$ cat config.mk
export PLATFORM = sky130hd
export DESIGN_NAME = sync_fifo
export DESIGN_NICKNAME = d
export VERILOG_FILES = /design/src/logic/udp_defines.svh /design/src/logic/sync_fifo.sv
export SDC_FILE = /design/constraint.sdc
export NUM_CORES = 1
export LEC_CHECK = 0
export ABC_AREA = 1
export BUFFER_PORTS_ARGS = -buffer_cell sky130_fd_sc_hd__buf_2
export CORE_ASPECT_RATIO = 1.2
export CORE_UTILIZATION = 40
export DETAILED_ROUTE_END_ITERATION = 12
export GPL_ROUTABILITY_DRIVEN = 1
export HOLD_SLACK_MARGIN = 0.15
export SLEW_MARGIN = 0
export SYNTH_ARGS = -nofsm -noshare
export SYNTH_HDL_FRONTEND = slang
export SYNTH_SLANG_ARGS = --single-unit
export TNS_END_PERCENT = 1
$ cat constraint.sdc
create_clock -name clk -period 1.6 [get_ports clk]
set_input_delay 0.24 -clock clk [delete_from_list [all_inputs] [get_ports clk]]
set_output_delay 0.24 -clock clk [all_outputs]
set_load 0.05 [all_outputs]
$ cat src/logic/udp_defines.svh
`ifndef UDP_DEFINES_SVH
`define UDP_DEFINES_SVH

// **************************************************
// board identity and default peer
// **************************************************
`define BOARD_MAC    48'ha0_b1_c2_d3_e1_e1  // source MAC
`define BOARD_IP     32'hc0_a8_01_0b        // 192.168.1.11
`define DEF_DES_MAC  48'h84_a9_38_bf_c9_a0  // used when descriptor MAC is zero
`define DEF_DES_IP   32'ha9_fe_33_78        // 169.254.51.120

// same port on both ends
`define UDP_PORT     16'd1234

// queue depths
`define DESC_DEPTH   4
`define DATA_DEPTH   512  // payload words

`endif

$ cat src/logic/sync_fifo.sv
`timescale 1ns/1ps

module sync_fifo #(
    parameter type item_t = logic [7:0],
    parameter int  DEPTH  = 4
) (
    input  logic  clk,
    input  logic  rst_n,
    input  logic  wr_en,
    input  item_t wr_data,
    input  logic  rd_en,
    output item_t rd_data,
    output logic  empty,
    output logic  full
);

    localparam int AW = (DEPTH > 1) ? $clog2(DEPTH) : 1;
    localparam int CW = $clog2(DEPTH + 1);

    item_t          mem [DEPTH];
    logic [AW-1:0]  wr_ptr;
    logic [AW-1:0]  rd_ptr;
    logic [CW-1:0]  count;
    logic           do_wr;
    logic           do_rd;

    assign do_wr = wr_en && !full;   // write while full is lost
    assign do_rd = rd_en && !empty;
    assign empty = (count == '0);
    assign full  = (count == CW'(DEPTH));

    always_ff @(posedge clk or negedge rst_n) begin
        if (!rst_n) begin
            wr_ptr <= '0;
            rd_ptr <= '0;
            count  <= '0;
        end else begin
            if (do_wr)
                wr_ptr <= (wr_ptr == AW'(DEPTH - 1)) ? '0 : wr_ptr + 1'b1;
            if (do_rd)
                rd_ptr <= (rd_ptr == AW'(DEPTH - 1)) ? '0 : rd_ptr + 1'b1;
            case ({do_wr, do_rd})
                2'b10:   count <= count + 1'b1;
                2'b01:   count <= count - 1'b1;
                default: count <= count;  // both or neither
            endcase
        end
    end

    // storage and read register
    always_ff @(posedge clk) begin
        if (do_wr)
            mem[wr_ptr] <= wr_data;
        if (do_rd)
            rd_data <= mem[rd_ptr];  // valid the cycle after rd_en
    end

    assert property (@(posedge clk) disable iff (!rst_n) wr_en |-> !full)
        else $error("sync_fifo: write while full, item dropped");
    assert property (@(posedge clk) disable iff (!rst_n) rd_en |-> !empty)
        else $error("sync_fifo: read while empty");

endmodule

=== After elaboration in Yosys (flattened, before gate mapping) ===
Memory sizes are Yosys's and may differ from the RTL's. A register that Yosys moved wholly into a read port is not among the register bits.
Cells that the tools add are included.
W data, S select, Z words.

* Add/subtract/negate cells: 4
* Equal/unequal tests: 5
* Multiplexer cells: 5
* Reductions and logical operators: 6

{| class="wikitable"
|+ Operators with widths
! operator !! number
|-
| $eq A2 B2 Y1 const B || 3
|-
| $pmux W3 S2 || 1
|-
| $add A2 B1 Y2 const B || 2
|-
| $mux W2 || 2
|-
| $add A3 B1 Y3 const B || 1
|-
| $eq A3 B3 Y1 const B || 1
|-
| $logic_not A3 Y1 || 1
|-
| $sub A3 B1 Y3 const B || 1
|-
| $eq A2 B1 Y1 const B || 1
|-
| $logic_and A1 B1 Y1 || 2
|-
| $logic_not A1 Y1 || 2
|-
| $mux W1 || 2
|-
| $reduce_bool A2 Y1 || 1
|}

* Bits in registers: 7
* Bits in writable memories: 32
* Input bits: 12
* Output and inout bits: 10
* Logic and storage cells: 24
* Memories kept: 1

{| class="wikitable"
|+ Memories
! name !! words !! width !! rd ports !! clocked after Yosys merged registers in !! wr ports !! line !! text
|-
| mem || 4 || 8 || 1 || 1 || 1 || sync_fifo.sv:20 || <nowiki>item_t mem [DEPTH];</nowiki>
|}

=== Logic depth before layout (Yosys ltp) ===
* Word-level depth: 5
* Mapped depth: 12
* Mapped depth without buffers: 12

=== Least setup slack after synthesis ===
No wires, ideal clock.

* Path type: register -> register
* Start: register count[0]
* End: register count[2]
* Setup time: 0.117 ns
* Data arrival time: 1.673 ns
* Data required time: 1.483 ns
* Setup slack: -0.190 ns
* Cell stages (with the launch flop): 12
* Cell sequence: dfrtp_1 > inv_1 > nand3_2 > nand2_1 > inv_1 > ha_1 > inv_1 > fa_1 > nand2_1 > nand3_1 > nand2_1 > nand2_1

* Word-level cells in the longest chain between the ends: 5
* Elaborated cells on any way between the ends: 12
* Those cells by class: 2 x add/sub; 3 x eq/ne; 1 x mux; 6 x reduce/logical

{| class="wikitable"
|+ Ends and longest elaborated chain
! element !! line !! text
|-
| start, declared || sync_fifo.sv:23 || <nowiki>logic [CW-1:0] count;</nowiki>
|-
| start signal, assigned || sync_fifo.sv:43 || <nowiki>2'b10: count <= count + 1'b1;</nowiki>
|-
| start signal, assigned || sync_fifo.sv:44 || <nowiki>2'b01: count <= count - 1'b1;</nowiki>
|-
| start signal, assigned || sync_fifo.sv:45 || <nowiki>default: count <= count;</nowiki>
|-
| $logic_not A3 Y1 * || sync_fifo.sv:29 || <nowiki>assign empty = (count == '0);</nowiki>
|-
| $logic_not A1 Y1 * || sync_fifo.sv:28 || <nowiki>assign do_rd = rd_en && !empty;</nowiki>
|-
| $logic_and A1 B1 Y1 * || sync_fifo.sv:28 ||
|-
| net do_rd || sync_fifo.sv:25 || <nowiki>logic do_rd;</nowiki>
|-
| $eq A2 B1 Y1 or $eq A2 B2 Y1 (tied branches) || sync_fifo.sv:42 || <nowiki>case ({do_wr, do_rd})</nowiki>
|-
| $pmux W3 S2 or $reduce_bool A2 Y1 (tied branches) || -- ||
|}

The timed path passes the listed nets; every way through them passes the cells marked *.
A chain may end at the register's enable or synchronous reset.

=== Worst setup path in the final report ===
* Start: register count[2]
* End: register count[2]

* Word-level cells in the longest chain between the ends: 5
* Elaborated cells on any way between the ends: 12
* Those cells by class: 2 x add/sub; 3 x eq/ne; 1 x mux; 6 x reduce/logical

{| class="wikitable"
|+ Ends and longest elaborated chain
! element !! line
|-
| $eq A3 B3 Y1 or $logic_not A3 Y1 (tied branches) || sync_fifo.sv:30, sync_fifo.sv:29
|-
| $logic_not A1 Y1 (on tied branches) || sync_fifo.sv:27, sync_fifo.sv:28
|-
| $logic_and A1 B1 Y1 (on tied branches) || sync_fifo.sv:27, sync_fifo.sv:28
|-
| $eq A2 B1 Y1 or $eq A2 B2 Y1 (tied branches) || sync_fifo.sv:42
|-
| $pmux W3 S2 or $reduce_bool A2 Y1 (tied branches) || --
|}

Parallel ways exist; a longest one is shown, timed or not.

==> summary.md <==
| Metric | Value |
|---|---|
| Fin. Hold Viols | `0` |
| Max VDD drop | `1.18 mV` |
| Routed Antenna Nets | `0` |
| Worst Reg2Reg Path Length in Cells | `10` |
| Die Span Y | `79.7 um` |
| Max H-tree Level | `2` |
| Vias per inst | `4.74` |
| Crit path required time | `1790 ps` |
| Detailed Route WL | `3.52 mm` |
| Initial antenna violation count | `0` |
| Remaining DRCs | `0` |
| Clk_skew | `5.74 ps` |
| RSZ-0062 raised after global routing | `true` |
| DPL Wire Length | `2.41 mm` |
| Post-synth cell types | `16` |
| P per Cell Area | `1930 mW/mm2` |
| Number of global-route vias before repair | `1295` |
| Max Cap Violations | `0` |
| Num CTS Buffers | `5` |
| Final setup fails | `2` |
| Max-slew violations | `0` |
| Worst hold stages | `1` |
| Area growth, synth to finish | `23.4%` |
| Gpl congestion | `0.717` |
| End-of-flow core utilization | `0.525` |
| Failing checks | `setup timing` |
| Tcrit/Tclk final | `1.04` |
| Startpoint types | `flip-flop` |
| Top-area cell type share of the netlist area | `0.596` |
| Sequential element share of the synthesized area | `0.683` |
| Area of the mapped netlist | `0.00201 mm2` |
| Final Critical Period | `1660 ps` |
| Core ar. | `0.00473 mm2` |
| Die ar. | `0.00533 mm2` |
| Setup TNS | `-73.8 ps` |
| Diode count | `0` |
| YS warnings | `0` |
| Clock root cell | `clkbuf_8` |
| Yosys top cell by area | `edfxtp_1` |
| Initial drt markers | `52` |
| Mean Syn Cell Area | `12.4 um2` |
| Fillcell total | `413` |
| Tightest Hold Check Type | `input pin to flip-flop` |
| Static leakage | `1.07 nW` |
| Post-Synthesis Cells | `162` |
| First-pass GRT wire length | `5.70 mm` |
| Share of layout cells above drive strength 1 | `0.293` |
| Max_slew headroom | `0.796` |
| Starting Density | `0.426` |
| Top post-synthesis cells by area | `edfxtp_1 (60%), dfrtp_1 (8.7%), nand2_1 (7.1%), inv_1 (6.0%), o211ai_1 (5.6%)` |
| CTS clock-pin slew for the worst setup and hold paths | `80 ps` |
| Via count | `1261` |
| Largest net degree at the start of global routing | `36` |
| Deepest clock path buffer count | `2` |
| IO Port Bufs | `21` |
| Total gr overflow | `0` |
| CP Capture Type | `flip-flop` |
| Max Freq | `0.602 GHz` |
| GRT Overall Usage | `0.151` |
| Post-synthesis net count | `181` |
| Critical path arrival | `1850 ps` |
| TritonRoute pass-1 iters | `4` |
| Run status | `finished with violations` |
| Slew @ Worst Pin | `306 ps` |
| Die X | `66.8 um` |
| CTS tree | `built` |
| Worst-skew pair later-pin latency | `300 ps` |
| NumNets Final | `226` |
| Worst setup path class | `flip-flop to flip-flop` |
| I/O pin count | `22` |
| FP Rows | `27` |
| Worst Path Max Fanout | `3` |
| TritonCTS Sinks | `47` |
| Worst Setup Slack, final | `-61.9 ps` |
| Avg WL per Cell | `13.2 um` |
| Synthesis-stage register bit count | `47` |
-- cell families after synthesis --
group           after synthesis  synth area share
compound gates               17            0.0646
xor+xnor                      1           0.00435
buf+inv                      37            0.0876
fa+ha+maj                     7            0.0472
simple gates                 53             0.113
flops                        47             0.683
-- registers in the layout, indices dropped and copies added, names as in the netlist --
register / cells
mem: 32
count: 3
rd_ptr: 2
wr_ptr: 2
rd_data: 8
-- worst max-delay path, cell delays in order (launching register included) --
cell     delay, ps
dfrtp_1        420
buf_6          130
nand3_4         90
nand2_4         90
ha_4           150
inv_4           40
fa_2           380
nand2_2         90
nand3_2         50
nand2_1         70
nand2_1         50
-- cell usage after synthesis (all sizes together) --
cell     n
buf      5
xnor2    1
o211ai  16
fa       1
inv     32
ha       6
o21ai    1
dfrtp    7
nand2   39
nand4    1
edfxtp  40
nand3    7
nor2     6
-- final cells by class --
type / count / area, um2 / share of cell area
inverter: 32 / 125 / 0.0504
clock buffer: 7 / 76.3 / 0.0307
tap: 58 / 72.6 / 0.0292
timing repair buffer: 43 / 304 / 0.122
clock inverter: 1 / 30.0 / 0.0121
sequential: 47 / 1380 / 0.554
multi-input combinational: 78 / 500 / 0.201
-- layer usage --
layer / vias to the layer above / wire length, um / track usage
met2: 24 / 1980 / 0.277
met4: 0 / 54 / 0.0851
li1: 627 / - / -
met1: 603 / 1320 / 0.150
met3: 7 / 160 / 0.0386
met5: - / 0 / 0
-- final timing paths --
check	start	endpoint	slack (ps)
min reg2reg	count[1]	count[1]	510
max	count[2]	count[2]	-60
max in group asynchronous	rst_n	count[2]	1150
min in group asynchronous	rst_n	rd_ptr[0]	290
min	wr_data[1]	mem[3][1]	160
max reg2reg	count[2]	count[2]	-60
-- stage by stage --
stage               std cells  area, um2  worst slack, ps  power [W]  hold slack (ps)
finish                    266       2480            -61.9    0.00480              158
global route              266       2480             -149    0.00513              165
CTS                       262       2430            -33.5    0.00472              154
detailed placement        246       2240            -79.9    0.00377             82.3
global placement          246       2240             17.8    0.00366             80.7
floorplan                 162       2030             6.48    0.00331            -55.6
-- where the power goes --
part,total [W],switching (W),internal [W],leakage (nW)
sequential,0.00190,0.000153,0.00175,0.455
combinational,0.00207,0.00131,0.000757,0.566
clock,0.000831,0.000364,0.000467,0.0524
-- layout by cell type (no fill, tap or decap), types with 2 or more instances in the layout --
cell / netlist / routed
dlygate4sd3_1: 0 / 5
clkbuf_1: 0 / 2
buf_2: 0 / 19
clkbuf_8: 0 / 5
nand2_2: 0 / 3
nand3_2: 2 / 2
inv_4: 0 / 2
dfrtp_1: 7 / 7
edfxtp_1: 40 / 40
inv_1: 32 / 26
nand2_1: 38 / 35
nor2_1: 6 / 6
ha_1: 6 / 5
o211ai_1: 15 / 15
buf_4: 0 / 17
nand3_1: 5 / 4
inv_2: 0 / 4
-- what timing repair did --
action | in CTS | in global routing
setup endpoints to repair | 4 | 4
buffers inserted | 4 | 3
endpoints found under the hold margin | 19 | 3
pin swaps | 4 | 8
gates resized for setup | 5 | 11
hold buffers | 4 | 1
Note: power is estimated with default switching activity, not from simulation.
