===== src/logic/udp_defines.svh =====
`ifndef UDP_DEFINES_SVH
`define UDP_DEFINES_SVH

// **************************************************
// board identity and default peer
// **************************************************
`define BOARD_MAC    48'ha0_b1_c2_d3_e1_e1  // source MAC
`define BOARD_IP     32'hc0_a8_01_0b        // 192.168.1.11
`define DEF_DES_MAC  48'h84_a9_38_bf_c9_a0  // used when descriptor MAC is zero
`define DEF_DES_IP   32'ha9_fe_33_78        // 169.254.51.120

// same port on both ends
`define UDP_PORT     16'd1234

// queue depths
`define DESC_DEPTH   4
`define DATA_DEPTH   512  // payload words

`endif


===== src/logic/eth_pkg.sv =====
package eth_pkg;

    // **************************************************
    // field types
    // **************************************************
    typedef logic [47:0] mac_addr_t;
    typedef logic [31:0] ip_addr_t;
    typedef logic [7:0]  gmii_byte_t;

    // **************************************************
    // protocol constants
    // **************************************************
    localparam gmii_byte_t  ETH_PREAMBLE   = 8'h55;
    localparam gmii_byte_t  ETH_SFD        = 8'hd5;   // start of frame delimiter
    localparam logic [15:0] ETH_TYPE_IP    = 16'h0800;

    localparam logic [7:0]  IP_VER_IHL     = 8'h45;   // v4, five 32-bit words
    localparam logic [15:0] IP_FLAGS_DF    = 16'h4000; // don't fragment
    localparam logic [7:0]  IP_TTL         = 8'h40;
    localparam logic [7:0]  IP_PROTO_UDP   = 8'd17;

    // 46 byte minimum minus 28 header bytes
    localparam logic [15:0] MIN_PAYLOAD    = 16'd18;
    localparam logic [15:0] IP_UDP_HDR_LEN = 16'd28;
    localparam logic [15:0] UDP_HDR_LEN    = 16'd8;

endpackage


===== src/logic/crc_if.sv =====
`timescale 1ns/1ps

interface crc_if;

    logic                crc_en;    // one byte per cycle
    logic                crc_clr;   // back to all ones
    eth_pkg::gmii_byte_t crc_d;     // byte on the wire
    logic [31:0]         crc_data;  // current register
    eth_pkg::gmii_byte_t crc_next;  // upper byte after this update

    modport sender (
        output crc_en, crc_clr, crc_d,
        input  crc_data, crc_next
    );

    modport engine (
        input  crc_en, crc_clr, crc_d,
        output crc_data, crc_next
    );

endinterface


===== src/logic/crc32_d8.sv =====
`timescale 1ns/1ps

// 802.3 CRC-32, byte per cycle, data bits taken lsb first
module crc32_d8 (
    input  logic      clk,
    input  logic      rst_n,
    crc_if.engine     crc
);

    localparam logic [31:0] poly = 32'h04c1_1db7;

    logic [31:0] crc_reg;
    logic [31:0] crc_nxt;

    // eight serial steps unrolled
    always_comb begin
        crc_nxt = crc_reg;
        for (int i = 0; i < 8; i++) begin
            if (crc_nxt[31] ^ crc.crc_d[i])
                crc_nxt = {crc_nxt[30:0], 1'b0} ^ poly;
            else
                crc_nxt = {crc_nxt[30:0], 1'b0};
        end
    end

    always_ff @(posedge clk or negedge rst_n) begin
        if (!rst_n)
            crc_reg <= '1;
        else if (crc.crc_clr)
            crc_reg <= '1;  // ready for next frame
        else if (crc.crc_en)
            crc_reg <= crc_nxt;
    end

    assign crc.crc_data = crc_reg;
    assign crc.crc_next = crc_nxt[31:24];  // lets first FCS byte go out without a bubble

    // the sender must never clear in the middle of a byte stream
    assert property (@(posedge clk) disable iff (!rst_n) crc.crc_clr |-> !crc.crc_en)
        else $error("crc32_d8: clear and enable together");

endmodule


===== src/flat_wrapper.sv =====
// flat-port wrapper written by rule: the top's interface ports become plain ports
module crc32_d8_flat 
  (clk, rst_n, crc_crc_en, crc_crc_clr, crc_crc_d, crc_crc_data, crc_crc_next);
  crc_if crc_i ();
  input  logic clk;
  input  logic rst_n;
  input wire logic [$bits(crc_i.crc_en)-1:0] crc_crc_en;
  input wire logic [$bits(crc_i.crc_clr)-1:0] crc_crc_clr;
  input wire logic [$bits(crc_i.crc_d)-1:0] crc_crc_d;
  output wire logic [$bits(crc_i.crc_data)-1:0] crc_crc_data;
  output wire logic [$bits(crc_i.crc_next)-1:0] crc_crc_next;
  assign crc_i.crc_en = crc_crc_en;
  assign crc_i.crc_clr = crc_crc_clr;
  assign crc_i.crc_d = crc_crc_d;
  assign crc_crc_data = crc_i.crc_data;
  assign crc_crc_next = crc_i.crc_next;
  crc32_d8 u_core (.clk(clk), .rst_n(rst_n), .crc(crc_i));
endmodule

===== config.mk =====
export PLATFORM = sky130hd
export DESIGN_NAME = crc32_d8_flat
export DESIGN_NICKNAME = d
export VERILOG_FILES = /design/src/logic/udp_defines.svh /design/src/logic/eth_pkg.sv /design/src/logic/crc_if.sv /design/src/logic/crc32_d8.sv /design/src/flat_wrapper.sv
export SDC_FILE = /design/constraint.sdc
export NUM_CORES = 1
export LEC_CHECK = 0
export BUFFER_PORTS_ARGS = -buffer_cell sky130_fd_sc_hd__buf_4
export CORE_ASPECT_RATIO = 1.1
export CORE_MARGIN = 3
export CORE_UTILIZATION = 35
export DETAILED_ROUTE_END_ITERATION = 7
export GPL_ROUTABILITY_DRIVEN = 0
export SETUP_SLACK_MARGIN = 0.4
export SLEW_MARGIN = 5
export SYNTH_ARGS = -nofsm -noshare
export SYNTH_HDL_FRONTEND = slang
export SYNTH_SLANG_ARGS = --single-unit

===== constraint.sdc =====
create_clock -name clk -period 3.2 [get_ports clk]
set_input_delay 0.32 -clock clk [delete_from_list [all_inputs] [get_ports clk]]
set_output_delay 0.32 -clock clk [all_outputs]
set_load 0.05 [all_outputs]

==> Yosys cells after proc, flatten, opt, wreduce, memory -nomap -nowiden <==
Index checks and enable logic that the tools add are counted.
{ "op_classes": {"mux": 10, "bitwise": 16, "n_reduce_logical": 1} }
{ "ops": {"columns": ["cell", "n"], "rows": [
  ["$mux 27", 8],
  ["$not 14->14", 8],
  ["$mux 32", 2],
  ["$xor 1x1->1", 8],
  ["$reduce_bool 2->1", 1]
]} }
{ "totals": {"ff_bits": 32, "output_inout_bits": 40} }

==> Longest topological paths before layout <==
Gate-level depths: netlist of run 1.
{ "logic_depth": {"word_depth": 18, "depth_mapped": 4, "depth_no_buf": 4} }

==> Worst setup path after synthesis of run 1 <==
OpenSTA, ideal clock, no wires.
{ "synth_timing": {"path_type": "reg-to-output", "start": "register u_core.crc_reg[30] (netlist: u_core.crc.crc_data[30])", "end": "output crc_crc_next[4]", "arrival_time_ns": 2.109, "required_ns": 2.880, "slack_ns": 0.771, "path_stages_with_launch": 4, "path_buffers": 0, "path_cell_list": "dfstp_2 -> xnor2_4 -> xor2_4 -> xnor2_1"} }
{ "synth_via": {"elab_chain_len": 8} }
{ "synth_lines": {"columns": ["element", "line", "source"], "rows": [
  ["start: declaration", "crc32_d8.sv:12", "logic [31:0] crc_reg;"],
  ["start signal: assignment", "crc32_d8.sv:32", "crc_reg <= crc_nxt;"],
  ["$xor 1x1->1 *", "crc32_d8.sv:19", "if (crc_nxt[31] ^ crc.crc_d[i])"],
  ["$mux 27 *", "crc32_d8.sv:19", null],
  ["$not 14->14 (no source line)", null, null],
  ["$mux 27 * (3 in a row)", "crc32_d8.sv:19", null],
  ["$not 14->14 (no source line)", null, null],
  ["$mux 27 *", "crc32_d8.sv:19", null],
  ["end: declaration", "flat_wrapper.sv:11", "output wire logic [$bits(crc_i.crc_next)-1:0] crc_crc_next;"]
]} }
Every way passes the cells marked *; elsewhere a longest branch is shown, timed or not.

==> Worst setup path after layout of run 1 <==
{ "layout_timing": {"start": "register u_core.crc_reg[28] (netlist: u_core.crc.crc_data[28])", "end": "output crc_crc_next[3]"} }
{ "layout_via": {"elab_chain_len": 6} }
{ "layout_lines": {"columns": ["element", "line"], "rows": [
  ["$xor 1x1->1 *", "crc32_d8.sv:19"],
  ["$mux 27 * (3 in a row)", "crc32_d8.sv:19"],
  ["$not 14->14 (no source line)", null],
  ["$mux 27 *", "crc32_d8.sv:19"]
]} }
Marked as above.

==> flow_metrics.env, run 1 <==
export IMPL_fmax_mhz=395
export IMPL_wl_met3_um=271
export IMPL_worstPathRequired_ns=2.88
export IMPL_hpwl_mm=3.60
export IMPL_dr_pass1_iters=4
export IMPL_finalMaxSlewViolations=0
export IMPL_route_met2_wl_mm=2.32
export IMPL_worstMarginPinSlew_ns=0.621
export IMPL_crit_path_end_kind="primary output"
export IMPL_cts_hold_buf=0
export IMPL_synth_cell_type_count=24
export IMPL_drcViolationCount=0
export IMPL_worstPathMaxFanout=6
export IMPL_top_layer="met4"
export IMPL_antenna_found_initial=0
export IMPL_vias_per_cell=4.89
export IMPL_ys_ff_latch=32
export IMPL_status="completed"
export IMPL_synth_area_um2=2350
export IMPL_rsz0062_at_grt="false"
export IMPL_die_area_um2=7730
export IMPL_finalSetupTns_ns=0
export IMPL_cts_buffer_depth=2
export IMPL_cts_buffers=5
export IMPL_grt_pass1_vias=1526
export IMPL_grt_max_degree=36
export IMPL_drive_gt1_frac=0.480
export IMPL_yosys_warnings=0
export IMPL_setup_viol=0
export IMPL_grt_usage=0.141
export IMPL_mostFrequentLayoutCells="buf_4 (54), dfstp_2 (32), xnor3_1 (21), xnor2_1 (20), a211o_1 (17)"
export IMPL_fin_nets=237
export IMPL_vias=1481
export IMPL_avgSynthCellArea_um2=13.6
export IMPL_max_slew_margin=0.586
export IMPL_wl_per_cell_um=16.9
export IMPL_die_w_um=84.1
export IMPL_root_buffer="clkbuf_8"
export IMPL_largest_reg_flops=32
export IMPL_die_y_um=91.9
export IMPL_cts_resized=0
export IMPL_cts_tree="yes"
export IMPL_met1_length_mm=2.47
export IMPL_clk_latency_ns=0.28
export IMPL_crit_type="flop to primary output"
export IMPL_stdcell_area_um2=2880
export IMPL_fill_cells=612
export IMPL_layout_commonest_cell="buf_4"
export IMPL_fin_crit_sh=0.790
export IMPL_grt_pass1_wl_mm=8.44
export IMPL_overflow=0
export IMPL_drtAntennaViolNets=0
export IMPL_ios=52
export IMPL_synthesis_nets=185
export IMPL_core_rowCount=30
export IMPL_yosysSeqAreaShare=0.358
export IMPL_hold_viol_final=0
export IMPL_htreeDepth=2
export IMPL_maxCapViolCount=0
export IMPL_finClkSkew_ns=0.00194
export IMPL_cp_start_kind="flop"
export IMPL_fin_crit_ns=2.53
export IMPL_coreArea_um2=6340
export IMPL_post_cts_setup_buffer_count=0
export IMPL_drt_iter0_drc=81
export IMPL_netlist_instances=173
export IMPL_hp_class="primary input to asynchronous set/reset pin"
export IMPL_initial_core_util=0.370
export IMPL_cts_clk_slew_worst_paths_ns=0.06
export IMPL_clock_sinks=32
export IMPL_dpl_instance_area_um2=2810
export IMPL_io_buffer_count=51
export IMPL_area_delta_synth_final_pct=22.5
export IMPL_wirelength_mm=5.12
export IMPL_diodes=0
export IMPL_crit_arrival_ns=2.21
export IMPL_r2r_slack_ns=1.19
-- layer usage --
metal,GRT usage,vias up
li1,-,706
met3,0.0368,5
met1,0.197,728
met2,0.211,42
met4,0.0483,0
met5,0,-
-- layout make-up --
cell class                 instances  area (um2)  area share
inverter                           2        7.51     0.00261
timing repair buffer              54         405       0.141
multi-input combinational        130        1460       0.506
tap                               80         100      0.0348
clock buffer                       5        68.8      0.0239
sequential                        32         841       0.292
-- stage by stage --
step / hold WS, ns / instances / setup slack (ns) / utilization
2_1_floorplan: 0.172 / 173 / 0.771 / -
3_3_place_gp: 0.540 / 298 / 1.02 / 0.443
3_5_place_dp: 0.543 / 298 / 0.994 / 0.443
4_1_cts: 0.296 / 303 / 0.661 / 0.454
5_1_grt: 0.330 / 303 / 0.594 / 0.454
6_report: 0.283 / 303 / 0.670 / 0.454
-- Yosys cell counts --
library cell / instances / share of area
dlygate4sd1_1: 2 / 0.0075
o21ai_1: 7 / 0.015
xor2_1: 7 / 0.026
nor2_1: 8 / 0.013
xor2_2: 1 / 0.0069
a211o_1: 17 / 0.063
a21bo_2: 1 / 0.0043
o21bai_1: 1 / 0.0032
xor2_4: 2 / 0.023
a21bo_1: 1 / 0.0043
nor2b_1: 12 / 0.032
inv_1: 1 / 0.0016
xnor2_2: 8 / 0.055
clkbuf_1: 5 / 0.0080
xnor2_1: 20 / 0.075
dfstp_2: 32 / 0.36
buf_2: 1 / 0.0021
clkinv_1: 1 / 0.0016
xnor2_4: 4 / 0.047
xnor3_1: 21 / 0.20
xor3_1: 1 / 0.010
a21oi_1: 14 / 0.030
buf_1: 1 / 0.0016
nor3_1: 5 / 0.011
-- cells by family (layout without fill, tap and decap cells) --
kind of cell              count (synthesis)  count (layout)  synth area share
and+or+nand+nor                          25              25            0.0554
xor gates and xnor gates                 64              64             0.445
AOI/OAI and AO/OA                        41              41             0.120
buffers and inverters                    11              61            0.0224
DFF                                      32              32             0.358
-- worst max-delay path, stage by stage, from the launching register on --
cell	delay [ns]
dfstp_2	0.56
xor2_1	0.44
xnor2_2	0.27
xnor3_1	0.44
buf_4	0.21
-- final timing paths --
| check | cells past startpoint | end | from |
|---|---|---|---|
| worst max-delay path | 4 | crc_crc_next[3] | u_core.crc.crc_data[28] |
| worst min-delay path | 1 | u_core.crc.crc_data[17] | rst_n |
| worst max register to register | 4 | u_core.crc.crc_data[27] | u_core.crc.crc_data[28] |
| worst min register to register | 2 | u_core.crc.crc_data[10] | u_core.crc.crc_data[10] |
| max in group asynchronous | 1 | u_core.crc.crc_data[30] | rst_n |
| min in group clk | 3 | u_core.crc.crc_data[10] | crc_crc_clr |
Power of run 1 is not shown: default switching activity piles up to over one toggle a cycle in this logic, so the estimate is an artifact.
==> run 2, diff against run 1 <==
==> constraint.sdc (replaced) <==
create_clock -name clk -period 2.4 [get_ports clk]
set_input_delay 0.24 -clock clk [delete_from_list [all_inputs] [get_ports clk]]
set_output_delay 0.24 -clock clk [all_outputs]
set_load 0.05 [all_outputs]
==> flow_metrics.env, run 2 (synthesized netlist as in run 1, its figures left out) <==
export IMPL_endpoint="crc_crc_next[3]"
export IMPL_clk_latency_ns=0.28
export IMPL_finalMaxSlewViolations=0
export IMPL_fmax_mhz=466
export IMPL_cts_hold_buf=0
export IMPL_io_buffer_count=51
export IMPL_htreeDepth=2
export IMPL_cts_clk_slew_worst_paths_ns=0.06
export IMPL_fill_cells=525
export IMPL_vias_per_cell=4.88
export IMPL_fin_crit_sh=0.895
export IMPL_wl_per_cell_um=18.4
export IMPL_cts_buffers=5
export IMPL_hpwl_mm=3.88
export IMPL_cts_tree="yes"
export IMPL_die_y_um=91.9
export IMPL_max_slew_margin=0.577
export IMPL_hold_viol_final=0
export IMPL_cp_start_kind="flop"
export IMPL_die_w_um=84.1
export IMPL_hp_class="primary input to asynchronous set/reset pin"
export IMPL_layout_commonest_cell="buf_4"
export IMPL_grt_max_degree=35
export IMPL_worstPathRequired_ns=2.16
export IMPL_cts_buffer_depth=2
export IMPL_largest_reg_flops=32
export IMPL_crit_type="flop to primary output"
export IMPL_worstPathMaxFanout=3
export IMPL_die_area_um2=7730
export IMPL_fin_nets=263
export IMPL_grt_pass1_vias=1590
export IMPL_status="completed"
export IMPL_antenna_found_initial=0
export IMPL_root_buffer="clkbuf_8"
export IMPL_clock_sinks=32
export IMPL_drcViolationCount=0
export IMPL_ios=52
export IMPL_crit_arrival_ns=1.91
export IMPL_overflow=0
export IMPL_crit_slowest_cell="dfstp_4"
export IMPL_rsz0062_at_grt="true"
export IMPL_startpoint="u_core.crc.crc_data[28]"
export IMPL_drtAntennaViolNets=0
export IMPL_worstMarginPinSlew_ns=0.633
export IMPL_mostFrequentLayoutCells="buf_4 (70), dfstp_2 (28), xnor2_4 (20), xnor3_1 (19), a211o_1 (17)"
export IMPL_finClkSkew_ns=0.00313
export IMPL_core_rowCount=30
export IMPL_setup_viol=0
export IMPL_initial_core_util=0.370
export IMPL_wirelength_mm=6.05
export IMPL_crit_chain="xor2_4 -> xnor2_4 -> xnor3_2 -> buf_6"
export IMPL_drive_gt1_frac=0.610
export IMPL_diodes=0
export IMPL_grt_pass1_wl_mm=9.34
export IMPL_drt_iter0_drc=40
export IMPL_regToRegStartpoint="u_core.crc.crc_data[31]"
export IMPL_fin_crit_ns=2.15
export IMPL_r2r_end="u_core.crc.crc_data[1]"
export IMPL_maxCapViolCount=0
export IMPL_area_delta_synth_final_pct=47.2
export IMPL_coreArea_um2=6340
export IMPL_crit_path_end_kind="primary output"
export IMPL_cp_slowest_stage_delay_ns=0.68
export IMPL_grt_usage=0.161
export IMPL_vias=1607
export IMPL_finalSetupTns_ns=0
export IMPL_dr_pass1_iters=4
export IMPL_r2r_slack_ns=0.44
export IMPL_r2r_cells=8
[run 2: changes by cell type in the layout (fill, tap and decap cells not counted), sizes merged]
cell  delta
buf     +26
[run 2: per-layer routing]
| metal | vias to the layer above | wire (um) | GRT usage |
|---|---|---|---|
| li1 | 755 | - | - |
| met1 | 795 | 2870 | 0.231 |
| met2 | 51 | 2820 | 0.244 |
| met3 | 6 | 293 | 0.0350 |
| met4 | 0 | 70 | 0.0483 |
| met5 | - | 0 | 0 |
[run 2: how the worst min path moves through the flow]
stage,to,from,slack [ns],cells after the start
final,u_core.crc.crc_data[16],rst_n,0.21,1
after global routing,u_core.crc.crc_data[5],rst_n,0.25,1
after CTS,u_core.crc.crc_data[5],rst_n,0.22,1
after detailed placement,u_core.crc.crc_data[16],rst_n,0.53,1
after global placement,u_core.crc.crc_data[16],rst_n,0.52,1
after floorplan,u_core.crc.crc_data[0],rst_n,0.09,0
[run 2: area by class of cell]
type	instances	area, um2	area share
clock buffers	5	68.8	0.0199
flip-flops and latches	32	856	0.247
repair buffers	80	659	0.191
well taps	80	100	0.0289
multi-input cells	130	1770	0.511
inverters	2	7.51	0.00217
[run 2: worst max-delay path: cells and delay by family, from the launching register on]
| kind | cells | cell delay, ns |
|---|---|---|
| xor+xnor | 3 | 0.78 |
| buf+inv | 1 | 0.17 |
| flops | 1 | 0.68 |
[run 2: stage by stage]
step	util	worst slack, ns	cells	instance area, um2	hold slack (ns)
after floorplan	-	0.353	173	2530	0.0922
after global routing	0.545	0.196	329	3460	0.246
after detailed placement	0.472	0.323	298	2990	0.528
after CTS	0.526	0.233	319	3340	0.218
after global placement	0.472	0.343	298	2990	0.524
final	0.545	0.252	329	3460	0.207
[run 2: repair_timing]
| action | CTS | global route |
|---|---|---|
| gates cloned | 0 | 0 |
| buffers inserted | 16 | 10 |
| gates resized for setup | 17 | 8 |
| setup endpoints to repair | 9 | 12 |
| pin swaps | 11 | 4 |
Power of run 2 is left out for the same reason.
==> run 3, diff against run 2 <==
==> constraint.sdc (replaced) <==
create_clock -name clk -period 2.31 [get_ports clk]
set_input_delay 0.231 -clock clk [delete_from_list [all_inputs] [get_ports clk]]
set_output_delay 0.231 -clock clk [all_outputs]
set_load 0.05 [all_outputs]
==> flow_metrics.env, run 3 (synthesized netlist as in run 1, its figures left out) <==
export IMPL_grt_usage=0.164
export IMPL_cts_tree="yes"
export IMPL_grt_pass1_wl_mm=9.75
export IMPL_hp_class="primary input to asynchronous set/reset pin"
export IMPL_area_delta_synth_final_pct=53.5
export IMPL_setup_viol=0
export IMPL_finClkSkew_ns=0.00524
export IMPL_stdcell_count=340
export IMPL_maxCapViolCount=0
export IMPL_clk_latency_ns=0.29
export IMPL_cts_buffers=5
export IMPL_layout_commonest_cell="buf_4"
export IMPL_crit_path_end_kind="primary output"
export IMPL_pre_cts_slack_ns=0.281
export IMPL_worstPathMaxFanout=6
export IMPL_die_area_um2=7730
export IMPL_largest_reg_flops=32
export IMPL_vias_per_cell=4.85
export IMPL_cts_buffer_depth=2
export IMPL_grt_pass1_vias=1740
export IMPL_vias=1649
export IMPL_drt_iter0_drc=61
export IMPL_fin_nets=271
export IMPL_regToRegStartpoint="u_core.crc.crc_data[30]"
export IMPL_hold_viol_final=0
export IMPL_root_buffer="clkbuf_8"
export IMPL_antenna_found_initial=0
export IMPL_finalMaxSlewViolations=0
export IMPL_cts_hold_buf=0
export IMPL_coreArea_um2=6340
export IMPL_drive_gt1_frac=0.612
export IMPL_r2r_end="u_core.crc.crc_data[18]"
export IMPL_htreeDepth=2
export IMPL_cp_start_kind="flop"
export IMPL_drcViolationCount=0
export IMPL_io_buffer_count=51
export IMPL_drtAntennaViolNets=0
export IMPL_status="completed"
export IMPL_finalSetupTns_ns=0
export IMPL_max_slew_margin=0.669
export IMPL_wl_per_cell_um=17.6
export IMPL_clock_sinks=32
export IMPL_r2r_slack_ns=0.24
export IMPL_worstMarginPinSlew_ns=0.495
export IMPL_fill_cells=515
export IMPL_whs_ns=0.169
export IMPL_rsz0062_at_grt="true"
export IMPL_hpwl_mm=3.85
export IMPL_core_rowCount=30
export IMPL_wirelength_mm=5.99
export IMPL_mostFrequentLayoutCells="buf_4 (68), dfstp_2 (27), xnor2_4 (21), xnor3_1 (19), a211o_1 (17)"
export IMPL_crit_type="flop to primary output"
export IMPL_ios=52
export IMPL_r2r_cells=7
export IMPL_die_w_um=84.1
export IMPL_overflow=0
export IMPL_fmax_mhz=480
export IMPL_fin_crit_ns=2.09
export IMPL_cts_clk_slew_worst_paths_ns=0.07
export IMPL_dr_pass1_iters=4
export IMPL_fin_crit_sh=0.903
export IMPL_crit_arrival_ns=1.85
export IMPL_initial_core_util=0.370
export IMPL_worstPathRequired_ns=2.08
export IMPL_grt_max_degree=35
export IMPL_diodes=0
export IMPL_die_y_um=91.9
export IMPL_dp_cells=299
export IMPL_finalWorstSetupSlack_ns=0.225
[run 3: metrics by stage]
| step | cell area [um2] | util |
|---|---|---|
| final | 3610 | 0.569 |
| after global routing | 3610 | 0.569 |
| after CTS | 3480 | 0.549 |
| after detailed placement | 3020 | 0.475 |
| after global placement | 3020 | 0.475 |
| after floorplan | 2550 | - |
[run 3: layer usage]
layer	wire [um]	global-route usage	vias up
li1	-	-	775
met1	2700	0.222	824
met2	2950	0.267	44
met3	266	0.0359	6
met4	70	0.0442	0
met5	0	0	-
[run 3: critical path: stages (launching register included)]
cell     delay (ns)
dfstp_2        0.59
xnor2_4        0.23
xnor2_4        0.18
xnor3_2        0.39
buf_8          0.17
[run 3: worst max path at each step]
stage / from / end / slack (ns) / cells past startpoint
3_3_place_gp: u_core.crc.crc_data[31] / crc_crc_next[3] / 0.30 / 4
5_1_grt: u_core.crc.crc_data[30] / crc_crc_next[5] / 0.16 / 4
3_5_place_dp: u_core.crc.crc_data[31] / u_core.crc.crc_data[15] / 0.28 / 4
6_report: u_core.crc.crc_data[24] / crc_crc_next[2] / 0.22 / 4
2_1_floorplan: u_core.crc.crc_data[31] / u_core.crc.crc_data[15] / 0.26 / 4
4_1_cts: u_core.crc.crc_data[24] / crc_crc_next[2] / 0.21 / 4
[run 3: layout make-up]
type	count	area, um2	area share
Multi-Input combinational cell	130	1780	0.494
Clock inverter	1	3.75	0.00104
Timing Repair Buffer	88	778	0.216
Tap cell	80	100	0.0277
Clock buffer	7	76.3	0.0212
Sequential cell	32	860	0.238
Inverter	2	7.51	0.00208
[run 3: repair_timing]
item,CTS,global route
gates resized for setup,22,12
pin swaps,18,10
endpoints found under the hold margin,0,0
endpoints found under the setup margin,16,18
setup buffers,22,11
Power of run 3 is left out for the same reason.
