## config.mk

```make
export PLATFORM = sky130hd
export DESIGN_NAME = udp_frame_tx_flat
export DESIGN_NICKNAME = d
export VERILOG_FILES = /design/src/logic/eth_pkg.sv /design/src/logic/udp_tx_pkg.sv /design/src/logic/crc_if.sv /design/src/logic/udp_frame_tx.sv /design/src/flat_wrapper.sv
export VERILOG_INCLUDE_DIRS = /design/src /design/src/logic
export SDC_FILE = /design/constraint.sdc
export NUM_CORES = 1
export LEC_CHECK = 0
export BUFFER_PORTS_ARGS = -buffer_cell sky130_fd_sc_hd__buf_2
export CORE_MARGIN = 8
export CORE_UTILIZATION = 49
export DETAILED_ROUTE_END_ITERATION = 10
export GPL_ROUTABILITY_DRIVEN = 0
export HOLD_SLACK_MARGIN = 0.15
export PLACE_DENSITY = 0.72
export SYNTH_ARGS = -nofsm -noshare
export SYNTH_HDL_FRONTEND = slang
export SYNTH_SLANG_ARGS = --single-unit
```

## constraint.sdc

```tcl
create_clock -name clk -period 7.4 [get_ports clk]
set_input_delay 0.74 -clock clk [delete_from_list [all_inputs] [get_ports clk]]
set_output_delay 0.74 -clock clk [all_outputs]
set_load 0.02 [all_outputs]
```

## src/logic/udp_defines.svh

```systemverilog
`ifndef UDP_DEFINES_SVH
`define UDP_DEFINES_SVH

// **************************************************
// board identity and default peer
// **************************************************
`define BOARD_MAC    48'ha0_b1_c2_d3_e1_e1  // source MAC
`define BOARD_IP     32'hc0_a8_01_0b        // 192.168.1.11
`define DEF_DES_MAC  48'h84_a9_38_bf_c9_a0  // used when descriptor MAC is zero
`define DEF_DES_IP   32'ha9_fe_33_78        // 169.254.51.120

// same port on both ends
`define UDP_PORT     16'd1234

// queue depths
`define DESC_DEPTH   4
`define DATA_DEPTH   512  // payload words

`endif

```

## src/logic/eth_pkg.sv

```systemverilog
package eth_pkg;

    // **************************************************
    // field types
    // **************************************************
    typedef logic [47:0] mac_addr_t;
    typedef logic [31:0] ip_addr_t;
    typedef logic [7:0]  gmii_byte_t;

    // **************************************************
    // protocol constants
    // **************************************************
    localparam gmii_byte_t  ETH_PREAMBLE   = 8'h55;
    localparam gmii_byte_t  ETH_SFD        = 8'hd5;   // start of frame delimiter
    localparam logic [15:0] ETH_TYPE_IP    = 16'h0800;

    localparam logic [7:0]  IP_VER_IHL     = 8'h45;   // v4, five 32-bit words
    localparam logic [15:0] IP_FLAGS_DF    = 16'h4000; // don't fragment
    localparam logic [7:0]  IP_TTL         = 8'h40;
    localparam logic [7:0]  IP_PROTO_UDP   = 8'd17;

    // 46 byte minimum minus 28 header bytes
    localparam logic [15:0] MIN_PAYLOAD    = 16'd18;
    localparam logic [15:0] IP_UDP_HDR_LEN = 16'd28;
    localparam logic [15:0] UDP_HDR_LEN    = 16'd8;

endpackage

```

## src/logic/udp_tx_pkg.sv

```systemverilog
package udp_tx_pkg;

    typedef logic [15:0] payload_word_t;  // high byte goes out first

    // one queued frame request, 96 bits
    typedef struct packed {
        logic [15:0]        byte_num;  // payload bytes, unpadded
        eth_pkg::mac_addr_t des_mac;   // zero selects the default
        eth_pkg::ip_addr_t  des_ip;    // zero selects the default
    } udp_desc_t;

    // **************************************************
    // sender FSM, one-hot
    // **************************************************
    typedef enum logic [6:0] {
        st_idle      = 7'b000_0001,
        st_check_sum = 7'b000_0010,
        st_preamble  = 7'b000_0100,
        st_eth_head  = 7'b000_1000,
        st_ip_head   = 7'b001_0000,
        st_tx_data   = 7'b010_0000,
        st_crc       = 7'b100_0000
    } tx_state_t;

endpackage

```

## src/logic/crc_if.sv

```systemverilog
`timescale 1ns/1ps

interface crc_if;

    logic                crc_en;    // one byte per cycle
    logic                crc_clr;   // back to all ones
    eth_pkg::gmii_byte_t crc_d;     // byte on the wire
    logic [31:0]         crc_data;  // current register
    eth_pkg::gmii_byte_t crc_next;  // upper byte after this update

    modport sender (
        output crc_en, crc_clr, crc_d,
        input  crc_data, crc_next
    );

    modport engine (
        input  crc_en, crc_clr, crc_d,
        output crc_data, crc_next
    );

endinterface

```

## src/logic/udp_frame_tx.sv

```systemverilog
`timescale 1ns/1ps
`include "udp_defines.svh"

module udp_frame_tx (
    input  logic                      clk,
    input  logic                      rst_n,
    output logic                      desc_rd,
    input  udp_tx_pkg::udp_desc_t     desc,
    input  logic                      desc_empty,
    output logic                      data_rd,
    input  udp_tx_pkg::payload_word_t data_word,
    crc_if.sender                     crc,
    output logic                      gmii_tx_en,
    output eth_pkg::gmii_byte_t       gmii_txd,
    output logic                      tx_done
);

    localparam eth_pkg::mac_addr_t board_mac   = `BOARD_MAC;
    localparam eth_pkg::ip_addr_t  board_ip    = `BOARD_IP;
    localparam eth_pkg::mac_addr_t def_des_mac = `DEF_DES_MAC;
    localparam eth_pkg::ip_addr_t  def_des_ip  = `DEF_DES_IP;

    udp_tx_pkg::tx_state_t cur_state;
    udp_tx_pkg::tx_state_t next_state;

    logic                skip_en;       // advance to next state
    logic [4:0]          cnt;
    logic [1:0]          tx_bit_sel;    // byte within a 32-bit word
    logic [15:0]         data_cnt;
    logic                rd_pend;       // descriptor on queue output
    logic [15:0]         ip_id;
    logic [15:0]         tx_data_num;
    logic [15:0]         real_num;      // padded payload length
    logic [7:0]          eth_head [14];
    logic [31:0]         ip_head [7];   // IP header then UDP header
    logic [31:0]         check_buffer;
    logic [31:0]         sum_raw;
    eth_pkg::mac_addr_t  sel_mac;
    eth_pkg::ip_addr_t   sel_ip;

    // complement and reverse one CRC byte for the wire
    function automatic eth_pkg::gmii_byte_t fcs_byte(input eth_pkg::gmii_byte_t b);
        eth_pkg::gmii_byte_t r;
        for (int i = 0; i < 8; i++)
            r[i] = ~b[7-i];
        return r;
    endfunction

    assign sel_mac  = (desc.des_mac != '0) ? desc.des_mac : def_des_mac;
    assign sel_ip   = (desc.des_ip != '0) ? desc.des_ip : def_des_ip;
    assign real_num = (tx_data_num >= eth_pkg::MIN_PAYLOAD) ? tx_data_num
                                                            : eth_pkg::MIN_PAYLOAD;
    assign crc.crc_d = gmii_txd;  // every byte sent also feeds the CRC

    // header sum over the five IP words
    always_comb begin
        sum_raw = '0;
        for (int i = 0; i < 5; i++)
            sum_raw = sum_raw + {16'h0, ip_head[i][31:16]} + {16'h0, ip_head[i][15:0]};
    end

    // **************************************************
    // state register and next state
    // **************************************************
    always_comb begin
        next_state = cur_state;
        if (skip_en) begin
            unique case (cur_state)
                udp_tx_pkg::st_idle:      next_state = udp_tx_pkg::st_check_sum;
                udp_tx_pkg::st_check_sum: next_state = udp_tx_pkg::st_preamble;
                udp_tx_pkg::st_preamble:  next_state = udp_tx_pkg::st_eth_head;
                udp_tx_pkg::st_eth_head:  next_state = udp_tx_pkg::st_ip_head;
                udp_tx_pkg::st_ip_head:   next_state = udp_tx_pkg::st_tx_data;
                udp_tx_pkg::st_tx_data:   next_state = udp_tx_pkg::st_crc;
                default:                  next_state = udp_tx_pkg::st_idle;
            endcase
        end
    end

    // **************************************************
    // control and byte output
    // **************************************************
    always_ff @(posedge clk or negedge rst_n) begin
        if (!rst_n) begin
            cur_state   <= udp_tx_pkg::st_idle;
            skip_en     <= 1'b0;
            cnt         <= '0;
            tx_bit_sel  <= '0;
            data_cnt    <= '0;
            rd_pend     <= 1'b0;
            ip_id       <= '0;
            desc_rd     <= 1'b0;
            data_rd     <= 1'b0;
            gmii_tx_en  <= 1'b0;
            gmii_txd    <= '0;
            crc.crc_en  <= 1'b0;
            crc.crc_clr <= 1'b0;
            tx_done     <= 1'b0;
        end else begin
            cur_state   <= next_state;
            skip_en     <= 1'b0;
            desc_rd     <= 1'b0;
            data_rd     <= 1'b0;
            gmii_tx_en  <= 1'b0;
            crc.crc_en  <= 1'b0;
            crc.crc_clr <= 1'b0;
            tx_done     <= 1'b0;
            rd_pend     <= desc_rd;
            case (next_state)
                udp_tx_pkg::st_idle: begin
                    if (cur_state == udp_tx_pkg::st_crc) begin
                        tx_done     <= 1'b1;  // cycle after the last FCS byte
                        crc.crc_clr <= 1'b1;
                    end
                    if (rd_pend) begin
                        skip_en <= 1'b1;          // headers load this edge
                        ip_id   <= ip_id + 16'd1;
                    end else if (cur_state == udp_tx_pkg::st_idle && !desc_rd && !desc_empty)
                        desc_rd <= 1'b1;
                end
                udp_tx_pkg::st_check_sum: begin
                    if (cnt == 5'd3) begin
                        skip_en <= 1'b1;
                        cnt     <= '0;
                    end else
                        cnt <= cnt + 5'd1;
                end
                udp_tx_pkg::st_preamble: begin
                    gmii_tx_en <= 1'b1;
                    gmii_txd   <= (cnt == 5'd7) ? eth_pkg::ETH_SFD : eth_pkg::ETH_PREAMBLE;
                    if (cnt == 5'd7) begin
                        skip_en <= 1'b1;
                        cnt     <= '0;
                    end else
                        cnt <= cnt + 5'd1;
                end
                udp_tx_pkg::st_eth_head: begin
                    gmii_tx_en <= 1'b1;
                    crc.crc_en <= 1'b1;
                    gmii_txd   <= eth_head[cnt[3:0]];
                    if (cnt == 5'd13) begin
                        skip_en <= 1'b1;
                        cnt     <= '0;
                    end else
                        cnt <= cnt + 5'd1;
                end
                udp_tx_pkg::st_ip_head: begin
                    gmii_tx_en <= 1'b1;
                    crc.crc_en <= 1'b1;
                    tx_bit_sel <= tx_bit_sel + 2'd1;
                    gmii_txd   <= ip_head[cnt[2:0]][8 * (3 - tx_bit_sel) +: 8];
                    if (cnt == 5'd6 && tx_bit_sel == 2'd2)
                        data_rd <= (tx_data_num != '0);  // first word, two bytes early
                    if (tx_bit_sel == 2'd3) begin
                        if (cnt == 5'd6) begin
                            skip_en <= 1'b1;
                            cnt     <= '0;
                        end else
                            cnt <= cnt + 5'd1;
                    end
                end
                udp_tx_pkg::st_tx_data: begin
                    gmii_tx_en <= 1'b1;
                    crc.crc_en <= 1'b1;
                    if (data_cnt >= tx_data_num)
                        gmii_txd <= '0;                  // zero pad
                    else if (data_cnt[0])
                        gmii_txd <= data_word[7:0];
                    else
                        gmii_txd <= data_word[15:8];
                    // next word needed two bytes from now
                    data_rd <= !data_cnt[0] && ((data_cnt + 16'd2) < tx_data_num);
                    if (data_cnt == real_num - 16'd1) begin
                        skip_en  <= 1'b1;
                        data_cnt <= '0;
                    end else
                        data_cnt <= data_cnt + 16'd1;
                end
                udp_tx_pkg::st_crc: begin
                    gmii_tx_en <= 1'b1;
                    tx_bit_sel <= tx_bit_sel + 2'd1;
                    case (tx_bit_sel)
                        2'd0:    gmii_txd <= fcs_byte(crc.crc_next);
                        2'd1:    gmii_txd <= fcs_byte(crc.crc_data[23:16]);
                        2'd2:    gmii_txd <= fcs_byte(crc.crc_data[15:8]);
                        default: gmii_txd <= fcs_byte(crc.crc_data[7:0]);
                    endcase
                    if (tx_bit_sel == 2'd3)
                        skip_en <= 1'b1;
                end
                default: ;
            endcase
        end
    end

    // **************************************************
    // header build and checksum
    // **************************************************
    always_ff @(posedge clk) begin
        if (cur_state == udp_tx_pkg::st_idle && rd_pend) begin
            tx_data_num <= desc.byte_num;
            for (int i = 0; i < 6; i++) begin
                eth_head[i]     <= sel_mac[47 - 8*i -: 8];
                eth_head[6 + i] <= board_mac[47 - 8*i -: 8];
            end
            eth_head[12] <= eth_pkg::ETH_TYPE_IP[15:8];
            eth_head[13] <= eth_pkg::ETH_TYPE_IP[7:0];
            ip_head[0] <= {eth_pkg::IP_VER_IHL, 8'h00, desc.byte_num + eth_pkg::IP_UDP_HDR_LEN};
            ip_head[1] <= {ip_id + 16'd1, eth_pkg::IP_FLAGS_DF};  // id starts at 1
            ip_head[2] <= {eth_pkg::IP_TTL, eth_pkg::IP_PROTO_UDP, 16'h0000};
            ip_head[3] <= board_ip;
            ip_head[4] <= sel_ip;
            ip_head[5] <= {`UDP_PORT, `UDP_PORT};
            ip_head[6] <= {desc.byte_num + eth_pkg::UDP_HDR_LEN, 16'h0000};  // no UDP csum
        end
        if (next_state == udp_tx_pkg::st_check_sum) begin
            case (cnt)
                5'd0:    check_buffer <= sum_raw;
                5'd1,
                5'd2:    check_buffer <= {16'h0, check_buffer[31:16]} + {16'h0, check_buffer[15:0]};
                5'd3:    ip_head[2][15:0] <= ~check_buffer[15:0];
                default: ;
            endcase
        end
    end

    // frame leaves the wire only at its end
    assert property (@(posedge clk) disable iff (!rst_n) $fell(gmii_tx_en) |-> tx_done)
        else $error("udp_frame_tx: gmii_tx_en dropped inside a frame");

endmodule

```

## src/flat_wrapper.sv

```systemverilog
// flat-port wrapper written by rule: the top's interface ports become plain ports
module udp_frame_tx_flat 
  (clk, rst_n, desc_rd, desc, desc_empty, data_rd, data_word, gmii_tx_en, gmii_txd, tx_done, crc_crc_en, crc_crc_clr, crc_crc_d, crc_crc_data, crc_crc_next);
  crc_if crc_i ();
  input  logic clk;
  input  logic rst_n;
  output logic desc_rd;
  input  udp_tx_pkg::udp_desc_t desc;
  input  logic desc_empty;
  output logic data_rd;
  input  udp_tx_pkg::payload_word_t data_word;
  output logic gmii_tx_en;
  output eth_pkg::gmii_byte_t gmii_txd;
  output logic tx_done;
  output wire logic [$bits(crc_i.crc_en)-1:0] crc_crc_en;
  output wire logic [$bits(crc_i.crc_clr)-1:0] crc_crc_clr;
  output wire logic [$bits(crc_i.crc_d)-1:0] crc_crc_d;
  input wire logic [$bits(crc_i.crc_data)-1:0] crc_crc_data;
  input wire logic [$bits(crc_i.crc_next)-1:0] crc_crc_next;
  assign crc_crc_en = crc_i.crc_en;
  assign crc_crc_clr = crc_i.crc_clr;
  assign crc_crc_d = crc_i.crc_d;
  assign crc_i.crc_data = crc_crc_data;
  assign crc_i.crc_next = crc_crc_next;
  udp_frame_tx u_core (.clk(clk), .rst_n(rst_n), .desc_rd(desc_rd), .desc(desc), .desc_empty(desc_empty), .data_rd(data_rd), .data_word(data_word), .crc(crc_i), .gmii_tx_en(gmii_tx_en), .gmii_txd(gmii_txd), .tx_done(tx_done));
endmodule
```

* Word level (Yosys, flattened, before mapping) *
Memories as Yosys holds them, arrays and structs flattened.
Index checks and enable logic that the tools add are counted.

word-level totals
  logic and storage cells = 163
  output and inout bits = 22
  memories kept = 2
  RAM bits = 336
  bits of input ports = 155
  flip-flop bits (word level) = 109

operators by class
  shifts and indexed selects = 1
  magnitude comparators = 3
  multiplexer cells = 41
  bitwise operators = 34
  reductions and logical operators = 23
  $add $sub $neg = 19
  equal/unequal tests = 25

memory list
  memory           words  width  read ports  clocked after memory_dff  write ports  RTL line            source
  u_core.ip_head   7      32     6           0                         7            udp_frame_tx.sv:35  logic [31:0] ip_head [7];
  u_core.eth_head  14     8      1           0                         14           udp_frame_tx.sv:34  logic [7:0] eth_head [14];

operator list
  kind                                                  number
  adder 32 x 16 -> 32 bit                               8
  case mux 32 bit (2 select lines)                      1
  two-way mux 16 bit                                    3
  two-way mux 48 bit                                    1
  nonzero test 48 bit                                   1
  case mux 7 bit (6 select lines)                       1
  case mux 8 bit (5 select lines)                       1
  adder 16 x 16 -> 17 bit                               2
  indexed part select 32 x 33 -> 8 bit                  1
  adder 16 x 1 -> 16 bit, second input constant         2
  two-way mux 32 bit                                    1
  NOT 1 bit                                             32
  nonzero test 32 bit                                   1
  two-way mux 5 bit                                     5
  two-way mux 8 bit                                     3
  case mux 8 bit (3 select lines)                       1
  two-way mux 1 bit                                     20
  case mux 5 bit (4 select lines)                       1
  adder 16 x 2 -> 16 bit, second input constant         1
  adder 16 x 4 -> 16 bit, second input constant         1
  adder 16 x 5 -> 16 bit, second input constant         1
  equality test 16 bit                                  1
  >= comparator 16 bit                                  1
  >= comparator 16 x 5 -> 1 bit, second input constant  1
  other kinds (36)                                      55

* Depth between registers and ports, before layout *
An unclocked memory read counts as a cell.

  word-level depth = 11
  mapped depth = 16
  gate-level depth less buffers = 16

* Worst setup path after synthesis *
No wires, ideal clock.

  kind = register to register
  start point = reg u_core.cur_state[4]
  end point = mem u_core.eth_head[0][0], enable pin
  setup time = 492 ps
  clock period less this slack = 4239 ps
  data arrival time = 3747 ps
  required time = 6908 ps
  stages on the path, launching flop included = 6
  path slack = 3161 ps
  path buffers = 1
  path through = dfrtp_1 buf_6 nor3_1 and4b_1 nand2_1 inv_1

RTL lines
  item                    RTL line             source
  start, declared         udp_frame_tx.sv:23   udp_tx_pkg::tx_state_t cur_state;
  start signal, assigned  udp_frame_tx.sv:85   cur_state <= udp_tx_pkg::st_idle;
  start signal, assigned  udp_frame_tx.sv:100  cur_state <= next_state;
  end, declared           udp_frame_tx.sv:34

==> flow_metrics.py <==
metrics = {
    "timing": {
        "finalSetupTns_ns": 0,
        "timing.fmax_ghz": 0.211,
        "setup_viol_count_final": 0,
        "fin_crit_sh_pct": 64.1,
        "skew_ns": 0.0305,
        "period_minus_slack_ns": 4.74,
        "worst_slew_pin_slew_ns": 1.16,
        "rsz0062_at_grt": "no",
        "max-slew-margin-rel_pct": 22.9,
        "hold_viol": 0,
        "fin_hold_ws_ns": 0.376,
        "drv_slew": 0,
    },
    "clocking": {
        "cts-root-buf": "clkbuf_16",
        "path_clk_slew_ns": 0.06,
        "cts_setup_buffers": 0,
        "hold_buffers": 0,
        "postCtsResizedCells": 0,
        "insertion_delay_ns": 0.56,
        "cts_tree": "yes",
        "cts_sinks": 236,
        "cts_buffer_depth": 3,
        "numCtsBuffers": 27,
        "htreeDepth": 1,
    },
    "grt": {
        "grt_pass1_wl_um": 69200,
        "grt_usage_pct": 22.6,
        "grt_pass1_vias": 12300,
        "grt_max_degree": 94,
        "gr-total-overflow": 0,
        "antenna_found_initial": 3,
    },
    "logic_synthesis": {
        "synth_warnings": 0,
        "yosys_most_used_dff": "edfxtp_1",
        "synthTopCellsByArea": "edfxtp_1 (33%), dfrtp_1 (9.4%), ha_1 (7.0%), fa_1 (6.1%), xnor2_1 (3.3%)",
        "synth-seq-area-share_pct": 42.4,
        "synthMuxAreaShare_pct": 2.77,
        "syn-num-nets": 1851,
        "synth-seq-cells": 236,
        "synth_edf_count": 175,
        "synth_top_area_share_pct": 32.9,
        "syn_inst": 1558,
        "synth_cell_types": 91,
        "synth_fa_ha_area_share_pct": 13.1,
        "synth_compound_area_share_pct": 13.0,
        "syn_avg_cell_area_um2": 10.3,
        "synthSimpleGateAreaFrac_pct": 16.6,
        "synth_xor_area_share_pct": 6.69,
        "yosysTopAreaCell": "edfxtp_1",
        "synth_area_um2": 16000,
        "synth_top_family_by_area": "simple AND/OR/NAND/NOR gates",
        "async_flop_share_pct": 25.8,
    },
    "drt": {
        "vias_per_cell": 6.07,
        "drt_first_pass_iters": 7,
        "drc": 0,
        "drtIter0Drc": 1441,
        "wl_um": 45400,
        "wl_per_cell_um": 21.5,
        "vias": 12800,
        "drtAntennaViolNets": 0,
    },
    "final_layout": {
        "fin_nets": 1945,
        "area_delta_synth_final_pct": 12.0,
        "fill_cells": 2770,
        "drive_above_1_share_pct": 17.7,
    },
    "worst_setup_path": {
        "reg2regPathDepth": 12,
        "cp-start-kind": "flop",
        "cpMaxStageDelayCell": "fa_1",
        "cp.required_ns": 7.67,
        "slowest_delay_ns": 0.53,
        "arrival_ns": 5.02,
        "cpMostUsedCell": "fa_1",
        "rr_startpoint": "u_core.ip_head[4][19]$_SDFFCE_PN1P_",
        "end_kind": "flop",
        "path_cells": "fa_1, fa_1, fa_1, ha_1, a21oi_1, o21ai_0, a41o_1, o311ai_0, o22ai_1, o41ai_1, xor2_1, nor2_1",
        "crit_type": "flop to flop",
        "startpoint": "u_core.ip_head[4][19]$_SDFFCE_PN1P_",
        "cp_max_fo": 3,
    },
    "die": {
        "core-area_um2": 32300,
        "ios": 177,
        "die_w_um": 197,
        "initial_core_util_pct": 49.5,
        "design.die.area_um2": 38600,
        "fp-row-count": 66,
        "die_y_um": 197,
    },
    "run_status": {
        "outcome": "completed",
    },
    "worst_hold_path": {
        "hold_path_class": "input port to asynchronous set/reset pin",
    },
    "placement": {
        "port_buffers": 168,
        "dp.final_hpwl_um": 34900,
    },
    "power": {
        "p_per_area_nw_per_um2": 164,
        "vdd_drop_max_uv": 182,
        "leakage_nw": 7.17,
    },
    "run": {
        "max_cap_violations": 0,
    },
}
-- kinds of logic after synthesis --
group | after synthesis
AOI/OAI and AO/OA | 301
xor gates and xnor gates | 122
adders and majority gates | 138
buffers and inverters | 209
DFF | 236
muxes | 34
and+or+nand+nor | 518
-- critical path, delay by kind of cell (launching register included) --
kind                       cells  cell delay [ns]
AOI/OAI and AO/OA              6             1.80
xor gates and xnor gates       1             0.21
and+or+nand+nor                1             0.06
adders and majority gates      4             1.89
DFF                            1             0.50
-- stage by stage --
step	worst slack (ns)	std cells	power, mW	area, um2	utilization, %
detailed placement	2.69	2065	1.54	17000	52.5
global route	2.43	2116	3.01	17900	55.4
floorplan	3.16	1558	1.48	16000	-
finish	2.66	2116	2.93	17900	55.4
global placement	2.82	2065	1.54	17000	52.5
CTS	2.67	2115	2.95	17900	55.4
-- layout by cell type, fill, tap and decap left out, types with 28 or more instances in the layout --
cell type / count
a21oi_1: 58
or2_2: 46
nor3_1: 31
nand4_1: 29
ha_1: 89
dfrtp_1: 59
fa_1: 49
nor4_1: 28
buf_2: 168
edfxtp_1: 175
nor2_1: 127
xor2_1: 61
nand2_1: 103
o21ai_0: 62
nand3_1: 45
xnor2_1: 61
inv_1: 90
-- synth_stat cells, types with 10 or more instances --
library cell  instances
nand4_1              29
xor2_1               61
dfrtp_1              60
clkbuf_1             82
ha_1                 89
a211oi_1             13
and3_1               21
nand2b_1             15
nand2_1             103
nor2b_1              20
or2_2                46
a21oi_1              58
inv_1                91
and2_1               12
or3_1                10
nand3_1              45
buf_4                10
nor3_1               31
o31ai_1              11
nor4_1               28
edfxtp_1            175
mux2i_1              24
o22ai_1              20
xnor2_1              61
fa_1                 49
o21ai_0              62
o311ai_0             12
o211ai_1             17
nor2_1              127
-- registers in the layout, indices dropped and copies added (netlist names) --
name                 cells
u_core.check_buffer     20
u_core.ip_id            16
u_core.rd_pend           1
u_core.crc.crc_en        1
u_core.desc_rd           1
u_core.tx_bit_sel        2
u_core.cur_state         7
u_core.data_rd           1
u_core.crc.crc_d         8
u_core.data_cnt         16
u_core.skip_en           1
u_core.eth_head         48
u_core.crc.crc_clr       1
u_core.gmii_tx_en        1
u_core.cnt               5
u_core.ip_head          91
u_core.tx_data_num      16
-- metal layers --
layer	vias up	track usage (%)	wire (um)
met2	665	36.4	21000
met1	6239	31.4	18800
met3	122	3.99	4290
met4	4	5.85	1330
met5	-	0	27
li1	5813	-	-
-- power by group --
| part | total (mW) | internal [mW] | switching [mW] |
|---|---|---|---|
| Clock | 1.42 | 0.862 | 0.553 |
| Sequential | 1.42 | 1.42 | 0 |
| Combinational | 0.0956 | 0.0452 | 0.0504 |
| Total | 2.93 | 2.33 | 0.604 |
-- final timing paths --
check                                                         to  slack [ns]
max                        u_core.check_buffer[17]$_SDFFCE_PN0P_        2.66
min                                 u_core.ip_id[12]$_DFFE_PN0P_        0.38
max reg2reg                u_core.check_buffer[17]$_SDFFCE_PN0P_        2.66
min reg2reg                             u_core.rd_pend$_DFF_PN0_        0.42
max in group asynchronous              u_core.cnt[1]$_DFFE_PN0P_        6.38
min in group clk             u_core.eth_head[1][2]$_SDFFCE_PN0P_        0.38
-- cell type report --
| cell class | instances | area [um2] | share of cell area, % |
|---|---|---|---|
| diodes | 1 | 2.50 | 0.0140 |
| clock buffers | 32 | 714 | 3.99 |
| clock inverters | 18 | 220 | 1.23 |
| inverters | 96 | 370 | 2.07 |
| multi-input cells | 1113 | 8330 | 46.6 |
| flip-flops and latches | 236 | 6780 | 37.9 |
| well taps | 442 | 553 | 3.09 |
| repair buffers | 178 | 916 | 5.12 |
Power figures use the tool's default switching activity.
